<file path="src/sampleRom.mem">
// One 16-bit hex word per line; 18 lines per bank, bank 0 first (index = bank * 18 + word)
00FF
01FE
02FD
03FC
04FB
05FA
06F9
07F8
08F7
09F6
0AF5
0BF4
0CF3
0DF2
0EF1
0FF0
10EF
11EE
12ED
13EC
14EB
15EA
16E9
17E8
18E7
19E6
1AE5
1BE4
1CE3
1DE2
1EE1
1FE0
20DF
21DE
22DD
23DC
24DB
25DA
26D9
27D8
28D7
29D6
2AD5
2BD4
2CD3
2DD2
2ED1
2FD0
30CF
31CE
32CD
33CC
34CB
35CA
36C9
37C8
38C7
39C6
3AC5
3BC4
3CC3
3DC2
3EC1
3FC0
40BF
41BE
42BD
43BC
44BB
45BA
46B9
47B8
48B7
49B6
4AB5
4BB4
4CB3
4DB2
4EB1
4FB0
50AF
51AE
52AD
53AC
54AB
55AA
56A9
57A8
58A7
59A6

</file>
<file path="src/hdl/readPkg.sv">
`default_nettype none

package readPkg;

	// ----------------------------------------------------------
	// Channel and block geometry
	// ----------------------------------------------------------

	localparam int CHANNELS = 5;
	localparam int BLOCK_WORDS = 18;
	localparam int CH_WIDTH = 3;

	// ----------------------------------------------------------
	// Slot timing, in clock cycles
	// ----------------------------------------------------------

	localparam int SLOT_LEN = 64;
	localparam int RD_START = 40;
	localparam int RD_LEN = 4;
	localparam int SLOT_WIDTH = $clog2(SLOT_LEN);

	// ----------------------------------------------------------
	// Word store
	// ----------------------------------------------------------

	localparam int DATA_WIDTH = 16;
	localparam int ADR_WIDTH = 5;
	localparam int ROM_DEPTH = CHANNELS * BLOCK_WORDS;
	localparam int ROM_ADR_WIDTH = $clog2(ROM_DEPTH);

	// One bit per channel.
	typedef logic [CHANNELS-1:0] chanMask_t;

	typedef struct packed {
		logic [CH_WIDTH-1:0] chan;
		logic [ADR_WIDTH-1:0] adr;
		logic [DATA_WIDTH-1:0] data;
	} wordOut_t;

	// Each channel owns a bank of BLOCK_WORDS words.
	function automatic logic [ROM_ADR_WIDTH-1:0] romIndex(
		input logic [CH_WIDTH-1:0] chan,
		input logic [ADR_WIDTH-1:0] adr
	);
		return ROM_ADR_WIDTH'(chan * BLOCK_WORDS + adr);
	endfunction

endpackage

`default_nettype wire

</file>
<file path="src/hdl/strobeSync.sv">
`timescale 1ns/1ns
`default_nettype none

module strobeSync
	import readPkg::*;
(
	input wire logic clk,
	input wire logic rst,
	input wire chanMask_t strobe,
	output chanMask_t syncStrobe
);

	chanMask_t meta;

	// Strobes come from outside the clock domain.
	always_ff @(posedge clk or negedge rst) begin
		if (!rst) begin
			meta <= '0;
			syncStrobe <= '0;
		end else begin
			meta <= strobe;
			syncStrobe <= meta;
		end
	end

endmodule

`default_nettype wire

</file>
<file path="src/hdl/turnArbiter.sv">
`timescale 1ns/1ns
`default_nettype none

module turnArbiter
	import readPkg::*;
(
	input wire logic clk,
	input wire logic rst,
	input wire chanMask_t pending,
	input wire chanMask_t done,
	output chanMask_t grant,
	output logic busy
);

	logic [CH_WIDTH-1:0] lastIdx;
	logic [CH_WIDTH-1:0] pickIdx;
	logic pickValid;
	logic turnFree;

	// ----------------------------------------------------------
	// Cyclic search from the channel after the last one served
	// ----------------------------------------------------------

	// Walk the offsets from far to near, so the nearest pending channel
	// is the one left in pickIdx.
	always_comb begin : pickNext
		int cand;
		pickIdx = lastIdx;
		pickValid = 1'b0;
		for (int step = CHANNELS; step >= 1; step--) begin
			cand = int'(lastIdx) + step;
			if (cand >= CHANNELS) begin
				cand = cand - CHANNELS;
			end
			if (pending[cand]) begin
				pickIdx = CH_WIDTH'(cand);
				pickValid = 1'b1;
			end
		end
	end

	// The turn is free when nobody holds it, or its holder just finished.
	assign turnFree = (grant == '0) || ((done & grant) != '0);

	// ----------------------------------------------------------
	// Grant register
	// ----------------------------------------------------------

	always_ff @(posedge clk or negedge rst) begin
		if (!rst) begin
			grant <= '0;
			// Start so that channel 0 is searched first.
			lastIdx <= CH_WIDTH'(CHANNELS - 1);
		end else if (turnFree) begin
			if (pickValid) begin
				grant <= chanMask_t'(1) << pickIdx;
				lastIdx <= pickIdx;
			end else begin
				grant <= '0;
			end
		end
	end

	// Back-to-back grants keep this high between blocks.
	assign busy = |grant;

endmodule

`default_nettype wire

</file>
<file path="src/hdl/readSequencer.sv">
`timescale 1ns/1ns
`default_nettype none

module readSequencer
	import readPkg::*;
(
	input wire logic clk,
	input wire logic rst,
	input wire logic syncStrobe,
	input wire logic grant,
	output logic pending,
	output logic done,
	output logic rd,
	output logic [ADR_WIDTH-1:0] rdAdr
);

	typedef enum logic [2:0] {
		Idle,
		WaitTurn,
		Slot,
		Advance,
		Release
	} seqState_t;

	seqState_t state;
	logic [SLOT_WIDTH-1:0] slotCnt;
	logic lastWord;
	logic rdSet;
	logic rdClear;
	logic slotEnd;

	// ----------------------------------------------------------
	// Slot decode
	// ----------------------------------------------------------

	// RD is registered, so it is set one count early to be high
	// while the slot counter reads RD_START through RD_START + RD_LEN - 1.
	assign rdSet = (slotCnt == SLOT_WIDTH'(RD_START - 1));
	assign rdClear = (slotCnt == SLOT_WIDTH'(RD_START + RD_LEN - 1));
	assign slotEnd = (slotCnt == SLOT_WIDTH'(SLOT_LEN - 1));
	assign lastWord = (rdAdr == ADR_WIDTH'(BLOCK_WORDS - 1));

	assign pending = (state == WaitTurn);

	// Single cycle, in the address-advance cycle of the last word.
	assign done = (state == Advance) && lastWord;

	// ----------------------------------------------------------
	// Block FSM
	// ----------------------------------------------------------

	always_ff @(posedge clk or negedge rst) begin
		if (!rst) begin
			state <= Idle;
			slotCnt <= '0;
			rd <= 1'b0;
			rdAdr <= '0;
		end else begin
			case (state)
				Idle: begin
					if (syncStrobe) begin
						state <= WaitTurn;
					end
				end
				WaitTurn: begin
					if (grant) begin
						slotCnt <= '0;
						state <= Slot;
					end
				end
				Slot: begin
					slotCnt <= slotCnt + 1'b1;
					if (rdSet) begin
						rd <= 1'b1;
					end else if (rdClear) begin
						rd <= 1'b0;
					end
					if (slotEnd) begin
						slotCnt <= '0;
						state <= Advance;
					end
				end
				Advance: begin
					if (lastWord) begin
						rdAdr <= '0;
						state <= Release;
					end else begin
						rdAdr <= rdAdr + 1'b1;
						state <= Slot;
					end
				end
				Release: begin
					// A held strobe must drop before a new request.
					if (!syncStrobe) begin
						state <= Idle;
					end
				end
				default: begin
					state <= Idle;
				end
			endcase
		end
	end

endmodule

`default_nettype wire

</file>
<file path="src/hdl/sampleRom.sv">
`timescale 1ns/1ns
`default_nettype none

module sampleRom
	import readPkg::*;
(
	input wire logic clk,
	input wire logic rdEn,
	input wire logic [ROM_ADR_WIDTH-1:0] adr,
	output logic [DATA_WIDTH-1:0] data
);

	logic [DATA_WIDTH-1:0] mem [ROM_DEPTH];

	// Bank 0 first, BLOCK_WORDS lines per bank.
	initial begin
		$readmemh("/design/src/sampleRom.mem", mem);
	end

	// Output holds between reads.
	always_ff @(posedge clk) begin
		if (rdEn) begin
			data <= mem[adr];
		end
	end

endmodule

`default_nettype wire

</file>
<file path="src/hdl/multiReader.sv">
`timescale 1ns/1ns
`default_nettype none

module multiReader
	import readPkg::*;
(
	input wire logic clk,
	input wire logic rst,
	input wire chanMask_t strobe,
	output chanMask_t rd,
	output logic [ADR_WIDTH-1:0] rdAdr [CHANNELS],
	output logic busy,
	output wordOut_t word,
	output logic wordValid
);

	chanMask_t syncStrobe;
	chanMask_t pending;
	chanMask_t done;
	chanMask_t grant;

	logic [CH_WIDTH-1:0] grantIdx;
	logic [ADR_WIDTH-1:0] selAdr;
	logic [ROM_ADR_WIDTH-1:0] romAdr;
	logic [DATA_WIDTH-1:0] romData;
	logic rdAny;
	logic rdAnyQ;
	logic [CH_WIDTH-1:0] chanQ;
	logic [ADR_WIDTH-1:0] adrQ;

	// ----------------------------------------------------------
	// Strobe input and turn logic
	// ----------------------------------------------------------

	strobeSync uSync (
		.clk(clk),
		.rst(rst),
		.strobe(strobe),
		.syncStrobe(syncStrobe)
	);

	turnArbiter uArbiter (
		.clk(clk),
		.rst(rst),
		.pending(pending),
		.done(done),
		.grant(grant),
		.busy(busy)
	);

	for (genvar ch = 0; ch < CHANNELS; ch++) begin : genSeq
		readSequencer uSeq (
			.clk(clk),
			.rst(rst),
			.syncStrobe(syncStrobe[ch]),
			.grant(grant[ch]),
			.pending(pending[ch]),
			.done(done[ch]),
			.rd(rd[ch]),
			.rdAdr(rdAdr[ch])
		);
	end

	// ----------------------------------------------------------
	// ROM read path
	// ----------------------------------------------------------

	// Grant is one-hot.
	always_comb begin
		grantIdx = '0;
		for (int i = 0; i < CHANNELS; i++) begin
			if (grant[i]) begin
				grantIdx = CH_WIDTH'(i);
			end
		end
	end

	// Only the granted channel can raise rd.
	assign selAdr = rdAdr[grantIdx];
	assign romAdr = romIndex(grantIdx, selAdr);
	assign rdAny = |rd;

	sampleRom uRom (
		.clk(clk),
		.rdEn(rdAny),
		.adr(romAdr),
		.data(romData)
	);

	// Tag registers load with the ROM, so they line up with romData.
	always_ff @(posedge clk) begin
		if (rdAny) begin
			chanQ <= grantIdx;
			adrQ <= selAdr;
		end
	end

	// One word per RD pulse, flagged from its rising edge.
	always_ff @(posedge clk or negedge rst) begin
		if (!rst) begin
			rdAnyQ <= 1'b0;
			wordValid <= 1'b0;
		end else begin
			rdAnyQ <= rdAny;
			wordValid <= rdAny && !rdAnyQ;
		end
	end

	always_comb begin
		word.chan = chanQ;
		word.adr = adrQ;
		word.data = romData;
	end

endmodule

`default_nettype wire

</file>
<file path="config.mk">
export PLATFORM = sky130hd
export DESIGN_NAME = multiReader
export DESIGN_NICKNAME = d
export VERILOG_FILES = /design/src/hdl/readPkg.sv /design/src/hdl/strobeSync.sv /design/src/hdl/turnArbiter.sv /design/src/hdl/readSequencer.sv /design/src/hdl/sampleRom.sv /design/src/hdl/multiReader.sv
export SDC_FILE = /design/constraint.sdc
export NUM_CORES = 1
export LEC_CHECK = 0
export BUFFER_PORTS_ARGS = -buffer_cell sky130_fd_sc_hd__buf_2
export CORE_ASPECT_RATIO = 0.6
export CORE_MARGIN = 4
export CORE_UTILIZATION = 50
export CTS_CLUSTER_DIAMETER = 50
export DETAILED_ROUTE_END_ITERATION = 12
export PLACE_DENSITY = 0.69
export SETUP_SLACK_MARGIN = 0.1
export SYNTH_ARGS = -nofsm -noshare
export SYNTH_HDL_FRONTEND = slang
export SYNTH_SLANG_ARGS = --single-unit
</file>
<file path="constraint.sdc">
create_clock -name clk -period 4.4 [get_ports clk]
set_input_delay 0.44 -clock clk [delete_from_list [all_inputs] [get_ports clk]]
set_output_delay 0.44 -clock clk [all_outputs]
set_load 0.005 [all_outputs]
</file>
==> impl_metrics.tcl, run 1 <==
set metrics [dict create \
    drt_iter0_markers 583 \
    cts_hold_buf 0 \
    final-instance-count-excl-fill 873 \
    antenna_left 0 \
    cp-end-kind "register" \
    share_seq_of_total_power_pct 32.8 \
    antenna_found_initial 0 \
    synth-xor-area-share_pct 2.26 \
    dp_hpwl_mm 10.7 \
    timing.reg2reg.worst_path_depth 11 \
    cts_buffers 9 \
    root_buffer "clkbuf_16" \
    initial_core_util_pct 51.2 \
    synth_top_family_by_area "simple AND/OR/NAND/NOR gates" \
    synth_seq_cells 103 \
    p_switching_mw 2.38 \
    post-cts-setup-buffers 0 \
    reg2reg_to "uArbiter.grant[2]" \
    layout_common_cells "dfrtp_1 (94), nand2_1 (58), nor2_1 (50), a21oi_1 (49), o21ai_0 (48)" \
    crit_type "reg -> reg" \
    synth-async-reset-ratio_pct 92.2 \
    synth_largest_area_cell "dfrtp_1" \
    post_drt_wl_per_cell_um 17.0 \
    yosys.area_share.simple_pct 22.4 \
    port-buffer-count 46 \
    synthAdderAreaFrac_pct 5.17 \
    final_util_pct 56.3 \
    yosys_warnings 0 \
    avgSynthCellArea_sq_um 9.33 \
    grt_pass1_vias 4754 \
    p_sw_share_pct 45.5 \
    fin_crit_sh_pct 87.9 \
    final-setup-viol-count 0 \
    cp_common_cell "mux2i_1" \
    via_count 5202 \
    cts_tree "built" \
    grt_usage_pct 21.2 \
    holdPathEnd "uSync.meta[3]" \
    clock-sinks 103 \
    route.detailed.drc 0 \
    area_growth_syn_to_layout_pct 9.90 \
    cp.arrival_ns 4.11 \
    num_io_pins 63 \
    via_per_inst 5.96 \
    yosysUniqueCellTypes 76 \
    syn_area_sq_um 6190 \
    hold_slack_ns 0.185 \
    startpoint_type "register" \
    drt_pre_antenna_iters 5 \
    ys_top_cells_by_area "dfrtp_1 (38%), ha_1 (4.8%), a21oi_1 (4.0%)" \
    p_per_area_nw_per_um2 768 \
    num_antenna_cells 0 \
    rsz0062_at_grt "false" \
    slew_headroom_pct 29.6 \
    path_cells "inv_1 > ha_1 > inv_2 > mux2i_1 > mux2i_1 > o22a_1 > nand3_1 > nor4b_2 > a31oi_2 > nor2b_1 > a22o_1" \
    syn-instance-count 664 \
    drive_gt1_share_pct 13.4 \
    cts-resized-gates 0 \
    clock_latency_ns 0.36 \
    worstPathMaxFanout 12 \
    p_clk_share_pct 15.8 \
    ir_drop_uv 359 \
    yosysSeqAreaShare_pct 42.3 \
    tightest_slew_ns 1.04 \
    synth_flop_cell "dfrtp_1" \
    fin_tns_setup_ns 0 \
    status "finished, final reports clean" \
    crit-reg2reg-launch "uArbiter.lastIdx[1]" \
    leakagePower_nw 2.95 \
    skew_ns 0.00824 \
    hold_violations 0 \
    required_ns 4.64 \
    hold_start "strobe[3]" \
    die-area_sq_um 14300 \
    wl_mm 14.8 \
    num-fill-cells 1100 \
    synth.area.mux_share_pct 3.45 \
    internal-power_mw 2.85 \
    hold_class "in -> reg" \
    synth_compound_area_share_pct 19.3 \
    core_sq_um 12100 \
    nets 735 \
    htree_num_levels 3 \
    fp.dieH_um 94.2 \
    grt_pass1_wl_mm 24.0 \
    layout_commonest_cell "dfrtp_1" \
    fmax_mhz 258 \
    cts.path.max_buffers 2 \
    maxCapViolCount 0 \
    synth_top_area_share_pct 38.0 \
    p_comb_share_pct 51.4 \
    slowest_stage "dfrtp_1" \
    synth_edf_count 8 \
    cts.clk_slew.worst_paths_ns 0.07 \
    hold_depth 1 \
    grt_max_degree 67 \
    die_w_um 152 \
    fin_crit_ns 3.87 \
    rows 31 \
    gp_congestion 0.883 \
    overflow 0 \
    drv_slew 0 \
    place_inst 857 \
    reg2reg_slack_ns 0.53 \
    slowest_delay_ns 0.63 \
]
==> state kept, by name, indices dropped and copies added, names as in the netlist <==
signal,count
uSync.syncStrobe,5
genSeq.uSeq.slotCnt,30
adrQ,5
genSeq.uSeq.rdAdr,25
uSync.meta,5
wordValid,1
chanQ,3
rdAnyQ,1
genSeq.uSeq.state,15
uArbiter.lastIdx,3
uArbiter.grant,5
genSeq.uSeq.rd,5
==> how the worst max path moves through the flow <==
stage / from / to / slack (ns) / cells past startpoint
detailed placement: uArbiter.lastIdx[1] / uArbiter.grant[2] / 0.63 / 12
floorplan: uArbiter.lastIdx[0] / uArbiter.grant[2] / 0.73 / 14
finish: uArbiter.lastIdx[1] / uArbiter.grant[2] / 0.53 / 11
global route: uArbiter.lastIdx[1] / uArbiter.grant[2] / 0.31 / 11
global placement: uArbiter.lastIdx[1] / uArbiter.grant[2] / 0.76 / 12
CTS: uArbiter.lastIdx[1] / uArbiter.grant[2] / 0.63 / 12
==> routing by layer <==
layer | share of wire, % | up-vias | routed length (um) | track usage [%]
met5 | 0 | - | 0 | 0
met4 | 0.76 | 0 | 113 | 4.78
met3 | 6.5 | 10 | 963 | 4.63
met2 | 43 | 189 | 6400 | 30.8
met1 | 49 | 2521 | 7320 | 32.1
li1 | - | 2482 | - | -
==> per-stage QoR <==
step	setup slack (ns)	power, mW	instance area (sq um)
final	0.530	5.23	6810
after CTS	0.625	5.21	6810
after detailed placement	0.630	4.36	6500
after floorplan	0.728	3.66	6250
after global routing	0.308	5.65	6810
after global placement	0.758	4.26	6500
==> area by class of cell <==
type                       count  area [sq um]  share of cell area (%)
sequential                   103          2620                    38.5
timing repair buffer          54           293                    4.30
clock buffer                   9           225                    3.31
clock inverter                 7          78.8                    1.16
inverter                      18          67.6                   0.992
tap                          165           206                    3.03
multi-input combinational    517          3320                    48.7
==> cell usage after synthesis, types with 3 or more instances <==
library cell  instances
dfrtp_1              94
nand2_1              58
nor2_1               50
a21oi_1              49
o21ai_0              48
nand3_1              26
nor3_1               25
ha_1                 24
buf_4                21
mux2i_1              18
inv_1                16
nor2b_1              16
o22ai_1              16
clkbuf_1             14
xnor2_1              12
nand2b_1             11
nor3b_1              11
a31oi_1              10
nand3b_1             10
a22o_1                9
edfxtp_1              8
nor4bb_1              8
a21o_1                7
and3_1                7
nand4_1               7
o31ai_1               7
a32o_1                5
buf_2                 5
and3b_1               4
xor2_1                4
and2_1                3
mux2_2                3
o21a_1                3
o41ai_1               3
==> kinds of logic after synthesis <==
kind of cell / count (synthesis)
AND/OR/NAND/NOR: 254
AO/OA/AOI/OAI: 185
flip-flops: 103
buffers and inverters: 59
adder cells (fa/ha/maj): 25
multiplexers: 21
XOR/XNOR: 16
other: 1
==> power by group through the flow <==
stage               Sequential (mW)  Clock [mW]  Combinational, mW
global route                   1.76       0.888               3.00
global placement               1.70           0               2.56
detailed placement             1.72           0               2.64
floorplan                      1.59           0               2.06
CTS                            1.70       0.850               2.66
finish                         1.72       0.827               2.69
==> critical path, delay by kind of cell (launching register included) <==
kind	cells	cell delay (ns)
AND/OR/NAND/NOR	3	0.75
multiplexers	2	0.70
AO/OA/AOI/OAI	3	0.65
flip-flops	1	0.63
adder cells (fa/ha/maj)	1	0.62
buffers and inverters	2	0.41
(Power assumes the default switching activity.)
==> run 2, diff against run 1 <==
--- a/config.mk
+++ b/config.mk
@@ -8,10 +8,10 @@
 export BUFFER_PORTS_ARGS = -buffer_cell sky130_fd_sc_hd__buf_2
 export CORE_ASPECT_RATIO = 0.6
 export CORE_MARGIN = 4
-export CORE_UTILIZATION = 50
+export CORE_UTILIZATION = 55
 export CTS_CLUSTER_DIAMETER = 50
 export DETAILED_ROUTE_END_ITERATION = 12
-export PLACE_DENSITY = 0.69
+export PLACE_DENSITY = 0.75
 export SETUP_SLACK_MARGIN = 0.1
 export SYNTH_ARGS = -nofsm -noshare
 export SYNTH_HDL_FRONTEND = slang
==> run 2 against run 1 <==
Net effect:
- non-clock buffer count up 1
- critical endpoint unchanged
- clock skew up 0.0033 ns
- critical path depth rose by 1
- worst hold slack improved by 0.0010 ns
- register-to-register slack gained 0.03 ns
- utilization increased by 6.5 points
- largest cell class unchanged
- clock power fell by 6.9%
- highest routed layer unchanged
==> impl_metrics.tcl, run 2 (synthesis results as in run 1) <==
set metrics [dict create \
    status "finished, final reports clean" \
    final-instance-count-excl-fill 848 \
    clock_latency_ns 0.35 \
    grt_pass1_vias 4883 \
    design_area_sq_um 6770 \
    worstPathMaxFanout 8 \
    clock-sinks 103 \
    hold_class "in -> async" \
    reg2reg_to "uArbiter.grant[2]" \
    leakagePower_nw 2.95 \
    core_sq_um 10800 \
    startpoint "uArbiter.lastIdx[1]" \
    grt_max_degree 63 \
    startpoint_type "register" \
    slew_headroom_pct 33.7 \
    cp_common_cell "mux2i_1" \
    crit_type "reg -> reg" \
    overflow 0 \
    reg2reg_slack_ns 0.56 \
    cts_buffers 9 \
    fmax_mhz 261 \
    hold_violations 0 \
    drive_gt1_share_pct 13.5 \
    area_growth_syn_to_layout_pct 9.23 \
    hold_slack_ns 0.186 \
    layout_commonest_cell "dfrtp_1" \
    drt_iter0_markers 482 \
    route.detailed.drc 0 \
    worst_slack_ns 0.563 \
    post-cts-setup-buffers 0 \
    finalPower_mw 5.22 \
    path_buf_inv 1 \
    die-area_sq_um 13100 \
    cp_top_family "compound AO/OA/AOI/OAI gates" \
    regMostFlops "genSeq.uSeq.slotCnt" \
    skew_ns 0.0116 \
    final-setup-viol-count 0 \
    place_area_sq_um 6480 \
    p_per_area_nw_per_um2 772 \
    fp.dieH_um 90.2 \
    cts.path.max_buffers 2 \
    cts-resized-gates 0 \
    post_drt_wl_per_cell_um 17.4 \
    tightest_slew_ns 0.992 \
    num_antenna_cells 0 \
    fin_crit_ns 3.84 \
    slowest_delay_ns 0.54 \
    rows 29 \
    maxCapViolCount 0 \
    rsz0062_at_grt "false" \
    htree_num_levels 3 \
    cts_tree "built" \
    place_inst 832 \
    grt_pass1_wl_mm 24.5 \
    top_regs "genSeq.uSeq.slotCnt: 30 flops, genSeq.uSeq.rdAdr: 25 flops, genSeq.uSeq.state: 15 flops" \
    slowest_stage "dfrtp_1" \
    fin_tns_setup_ns 0 \
    via_count 5308 \
    gp_congestion 0.953 \
    antenna_found_initial 0 \
    cts_hold_buf 0 \
    timing.reg2reg.worst_path_depth 12 \
    cts.clk_slew.worst_paths_ns 0.07 \
    largest_register_ffs 30 \
    ir_drop_uv 411 \
    endpoint "uArbiter.grant[2]" \
    crit-reg2reg-launch "uArbiter.lastIdx[1]" \
    die_w_um 145 \
    antenna_left 0 \
    required_ns 4.63 \
    cp-end-kind "register" \
    layout_common_cells "dfrtp_1 (94), nand2_1 (58), nor2_1 (50), a21oi_1 (49), o21ai_0 (48)" \
    fin_crit_sh_pct 87.2 \
    dp_hpwl_mm 10.8 \
    path_cells "ha_1 > inv_1 > fa_1 > a21oi_2 > mux2i_1 > mux2i_1 > o22a_1 > nand3_1 > nor4b_2 > a31oi_2 > nor2b_1 > a22o_1" \
    initial_core_util_pct 57.5 \
    detailedPlace.worstSlack_ns 0.631 \
    drt_pre_antenna_iters 5 \
    worst-path-stages 12 \
    wl_mm 14.8 \
    cp.arrival_ns 4.07 \
    num_io_pins 63 \
    port-buffer-count 46 \
    drv_slew 0 \
    nets 736 \
    root_buffer "clkbuf_16" \
    via_per_inst 6.26 \
    grt_usage_pct 22.4 \
    final_util_pct 62.8 \
]
-- run 2: cell types whose count changed in the layout (fill, tap and decap cells not counted) --
cell       previous run  this run
clkbuf_8              0         1
clkinv_4              2         1
bufinv_16             1         0
buf_4                 9        10
inv_6                 1         2
-- run 2: final cells by class --
type / count / area [sq um]
fill: 903 / 4010
timing repair buffer: 55 / 300
sequential: 103 / 2620
inverter: 18 / 67.6
clock buffer: 10 / 239
clock inverter: 6 / 48.8
multi-input combinational: 517 / 3320
tap: 139 / 174
-- run 2: power by group --
part	internal [mW]	switching (mW)
Combinational	1.15	1.60
Sequential	1.27	0.436
Clock	0.408	0.362
-- run 2: worst register-to-register path: stages (launching register included) --
cell,delay (ns)
dfrtp_1,0.54
ha_1,0.21
inv_1,0.05
fa_1,0.45
a21oi_2,0.23
mux2i_1,0.48
mux2i_1,0.36
o22a_1,0.23
nand3_1,0.14
nor4b_2,0.44
a31oi_2,0.22
nor2b_1,0.19
a22o_1,0.19
-- run 2: routing by layer --
metal	wire length, um	global-route usage, %	vias to the layer above
met4	167	5.30	0
met5	0	0	-
met2	6500	33.9	201
met1	7040	32.6	2594
met3	1050	5.58	17
li1	-	-	2496
-- run 2: worst min path at each step --
stage / startpoint / slack, ns / cells after the start / endpoint
global placement: uSync.meta[1] / 0.33 / 0 / uSync.syncStrobe[1]
global route: strobe[2] / 0.18 / 1 / uSync.meta[2]
finish: rst / 0.19 / 1 / genSeq[3].uSeq.slotCnt[2]
detailed placement: uSync.meta[3] / 0.34 / 0 / uSync.syncStrobe[3]
floorplan: rst / 0.14 / 0 / genSeq[0].uSeq.rd
CTS: strobe[4] / 0.18 / 1 / uSync.meta[4]
==> run 3, diff against run 2 <==
--- a/config.mk
+++ b/config.mk
@@ -15,4 +15,5 @@
 export SETUP_SLACK_MARGIN = 0.1
 export SYNTH_ARGS = -nofsm -noshare
 export SYNTH_HDL_FRONTEND = slang
+export SYNTH_HIERARCHICAL = 1
 export SYNTH_SLANG_ARGS = --single-unit
==> run 3 against run 2 <==
Net effect:
- setup slack lost 0.18 ns
- sequential share of layout area shrank 2.7 points
- worst hold slack lost 0.018 ns
- die area grew 9.0%
- clock power grew 4.3%
- design area grew 7.5%
- largest power group unchanged
- synthesized cell count grew 6.5%
- maximum frequency shrank 4.5%
- largest cell class unchanged
==> impl_metrics.tcl, run 3 <==
set metrics [dict create \
    htree_num_levels 3 \
    maxCapViolCount 0 \
    crit-reg2reg-launch "uArbiter/lastIdx[1]" \
    design_area_sq_um 7280 \
    drt_pre_antenna_iters 5 \
    dp_hpwl_mm 11.8 \
    antenna_left 0 \
    drt_iter0_markers 413 \
    timing.reg2reg.worst_path_depth 10 \
    hold_slack_ns 0.168 \
    skew_ns 0.0124 \
    syn_area_sq_um 6800 \
    grt_max_degree 62 \
    fin_crit_ns 4.02 \
    worst-path-stages 10 \
    place_area_sq_um 6980 \
    via_per_inst 6.29 \
    nets 766 \
    overflow 0 \
    cp.arrival_ns 4.23 \
    p_clk_share_pct 16.3 \
    cts_hold_buf 0 \
    cts.clk_slew.worst_paths_ns 0.07 \
    share_seq_of_total_power_pct 36.2 \
    avgSynthCellArea_sq_um 9.61 \
    post-cts-setup-buffers 0 \
    gp_congestion 0.962 \
    area_growth_syn_to_layout_pct 7.07 \
    wl_mm 16.3 \
    detailedPlace.worstSlack_ns 0.479 \
    die-area_sq_um 14300 \
    cp_top_family "compound AO/OA/AOI/OAI gates" \
    cts-resized-gates 0 \
    slowest_delay_ns 0.82 \
    status "finished, final reports clean" \
    die_w_um 152 \
    cts.path.max_buffers 2 \
    rsz0062_at_grt "false" \
    hold_violations 0 \
    reg2reg_to "uArbiter/grant[2]" \
    cts_tree "built" \
    place_inst 886 \
    path_cells "inv_1 > ha_1 > nand3b_1 > a21oi_1 > mux2i_1 > a21oi_1 > or4_1 > a211oi_2 > o31ai_1 > o31ai_1" \
    worstPathMaxFanout 21 \
    num-fill-cells 1018 \
    yosys_warnings 6 \
    cp-end-kind "register" \
    largest_register_ffs 30 \
    clock-sinks 103 \
    tightest_slew_ns 0.865 \
    route.detailed.drc 0 \
    p_switching_mw 2.18 \
    fmax_mhz 249 \
    p_comb_share_pct 47.5 \
    num_antenna_cells 0 \
    fin_tns_setup_ns 0 \
    internal-power_mw 2.75 \
    final-instance-count-excl-fill 902 \
    register_area_sq_um 2620 \
    fp.dieH_um 94.1 \
    p_sw_share_pct 44.2 \
    core_sq_um 12100 \
    root_buffer "clkbuf_16" \
    syn-instance-count 707 \
    path_buf_inv 1 \
    startpoint_type "register" \
    antenna_found_initial 0 \
    required_ns 4.62 \
    grt_usage_pct 23.0 \
    top_regs "genSeq.uSeq/slotCnt: 30 flops, genSeq.uSeq/rdAdr: 25 flops, genSeq.uSeq/state: 15 flops" \
    initial_core_util_pct 56.3 \
    regMostFlops "genSeq.uSeq/slotCnt" \
    grt_pass1_wl_mm 26.3 \
    rows 31 \
    grt_pass1_vias 5213 \
    reg2reg_slack_ns 0.38 \
    ir_drop_uv 289 \
    final-setup-viol-count 0 \
    clock_latency_ns 0.34 \
    num_io_pins 63 \
    via_count 5676 \
    port-buffer-count 46 \
    post_drt_wl_per_cell_um 18.0 \
    crit_type "reg -> reg" \
    slew_headroom_pct 42.2 \
    fin_crit_sh_pct 91.3 \
    layout_common_cells "dfrtp_1 (94), nand2_1 (60), buf_2 (45), o21ai_0 (44)" \
    leakagePower_nw 3.11 \
    multi_input_area_sq_um 3770 \
    p_per_area_nw_per_um2 677 \
    drv_slew 0 \
    finalPower_mw 4.93 \
    final_util_pct 60.3 \
    hold_class "in -> async" \
    slowest_stage "ha_1" \
    layout_commonest_cell "dfrtp_1" \
    cts_buffers 9 \
    drive_gt1_share_pct 12.5 \
    worst_slack_ns 0.384 \
]
==> run 3: layout make-up <==
cell class / instances / area share [%]
Multi-Input combinational cell: 540 / 51.9
Sequential cell: 103 / 36.0
Timing Repair Buffer: 52 / 3.82
Clock buffer: 12 / 3.39
Tap cell: 165 / 2.84
Inverter: 26 / 1.34
Clock inverter: 4 / 0.739
==> run 3: power groups by stage <==
stage | registers [mW] | clock network (mW) | logic, mW
detailed placement | 1.78 | 0 | 2.30
floorplan | 1.56 | 0 | 1.95
global route | 1.85 | 0.866 | 2.58
CTS | 1.77 | 0.823 | 2.31
finish | 1.78 | 0.803 | 2.34
global placement | 1.75 | 0 | 2.20
==> run 3: worst reg2reg max path, cell delays in order (launching register included) <==
cell and delay (ns):
dfrtp_1 0.65, inv_1 0.34, ha_1 0.82, nand3b_1 0.18, a21oi_1 0.22, mux2i_1 0.26, a21oi_1 0.22, or4_1 0.54
a211oi_2 0.20, o31ai_1 0.15, o31ai_1 0.32
==> run 3: metal layers <==
| layer | GRT usage [%] | wire length, um | vias to the layer above |
|---|---|---|---|
| met1 | 34.2 | 7730 | 2801 |
| met4 | 4.93 | 140 | 0 |
| met2 | 33.9 | 7340 | 177 |
| li1 | - | - | 2688 |
| met5 | 0 | 0 | - |
| met3 | 5.79 | 1050 | 10 |
==> run 3: worst max-delay path by stage <==
stage,start,slack [ns],end
floorplan,uArbiter/lastIdx[2],1.29,uArbiter/lastIdx[1]
global placement,uArbiter/lastIdx[1],0.82,uArbiter/lastIdx[1]
detailed placement,uArbiter/lastIdx[1],0.48,uArbiter/grant[2]
CTS,uArbiter/lastIdx[1],0.46,uArbiter/grant[2]
global route,uArbiter/lastIdx[1],0.11,uArbiter/grant[2]
finish,uArbiter/lastIdx[1],0.38,uArbiter/grant[2]
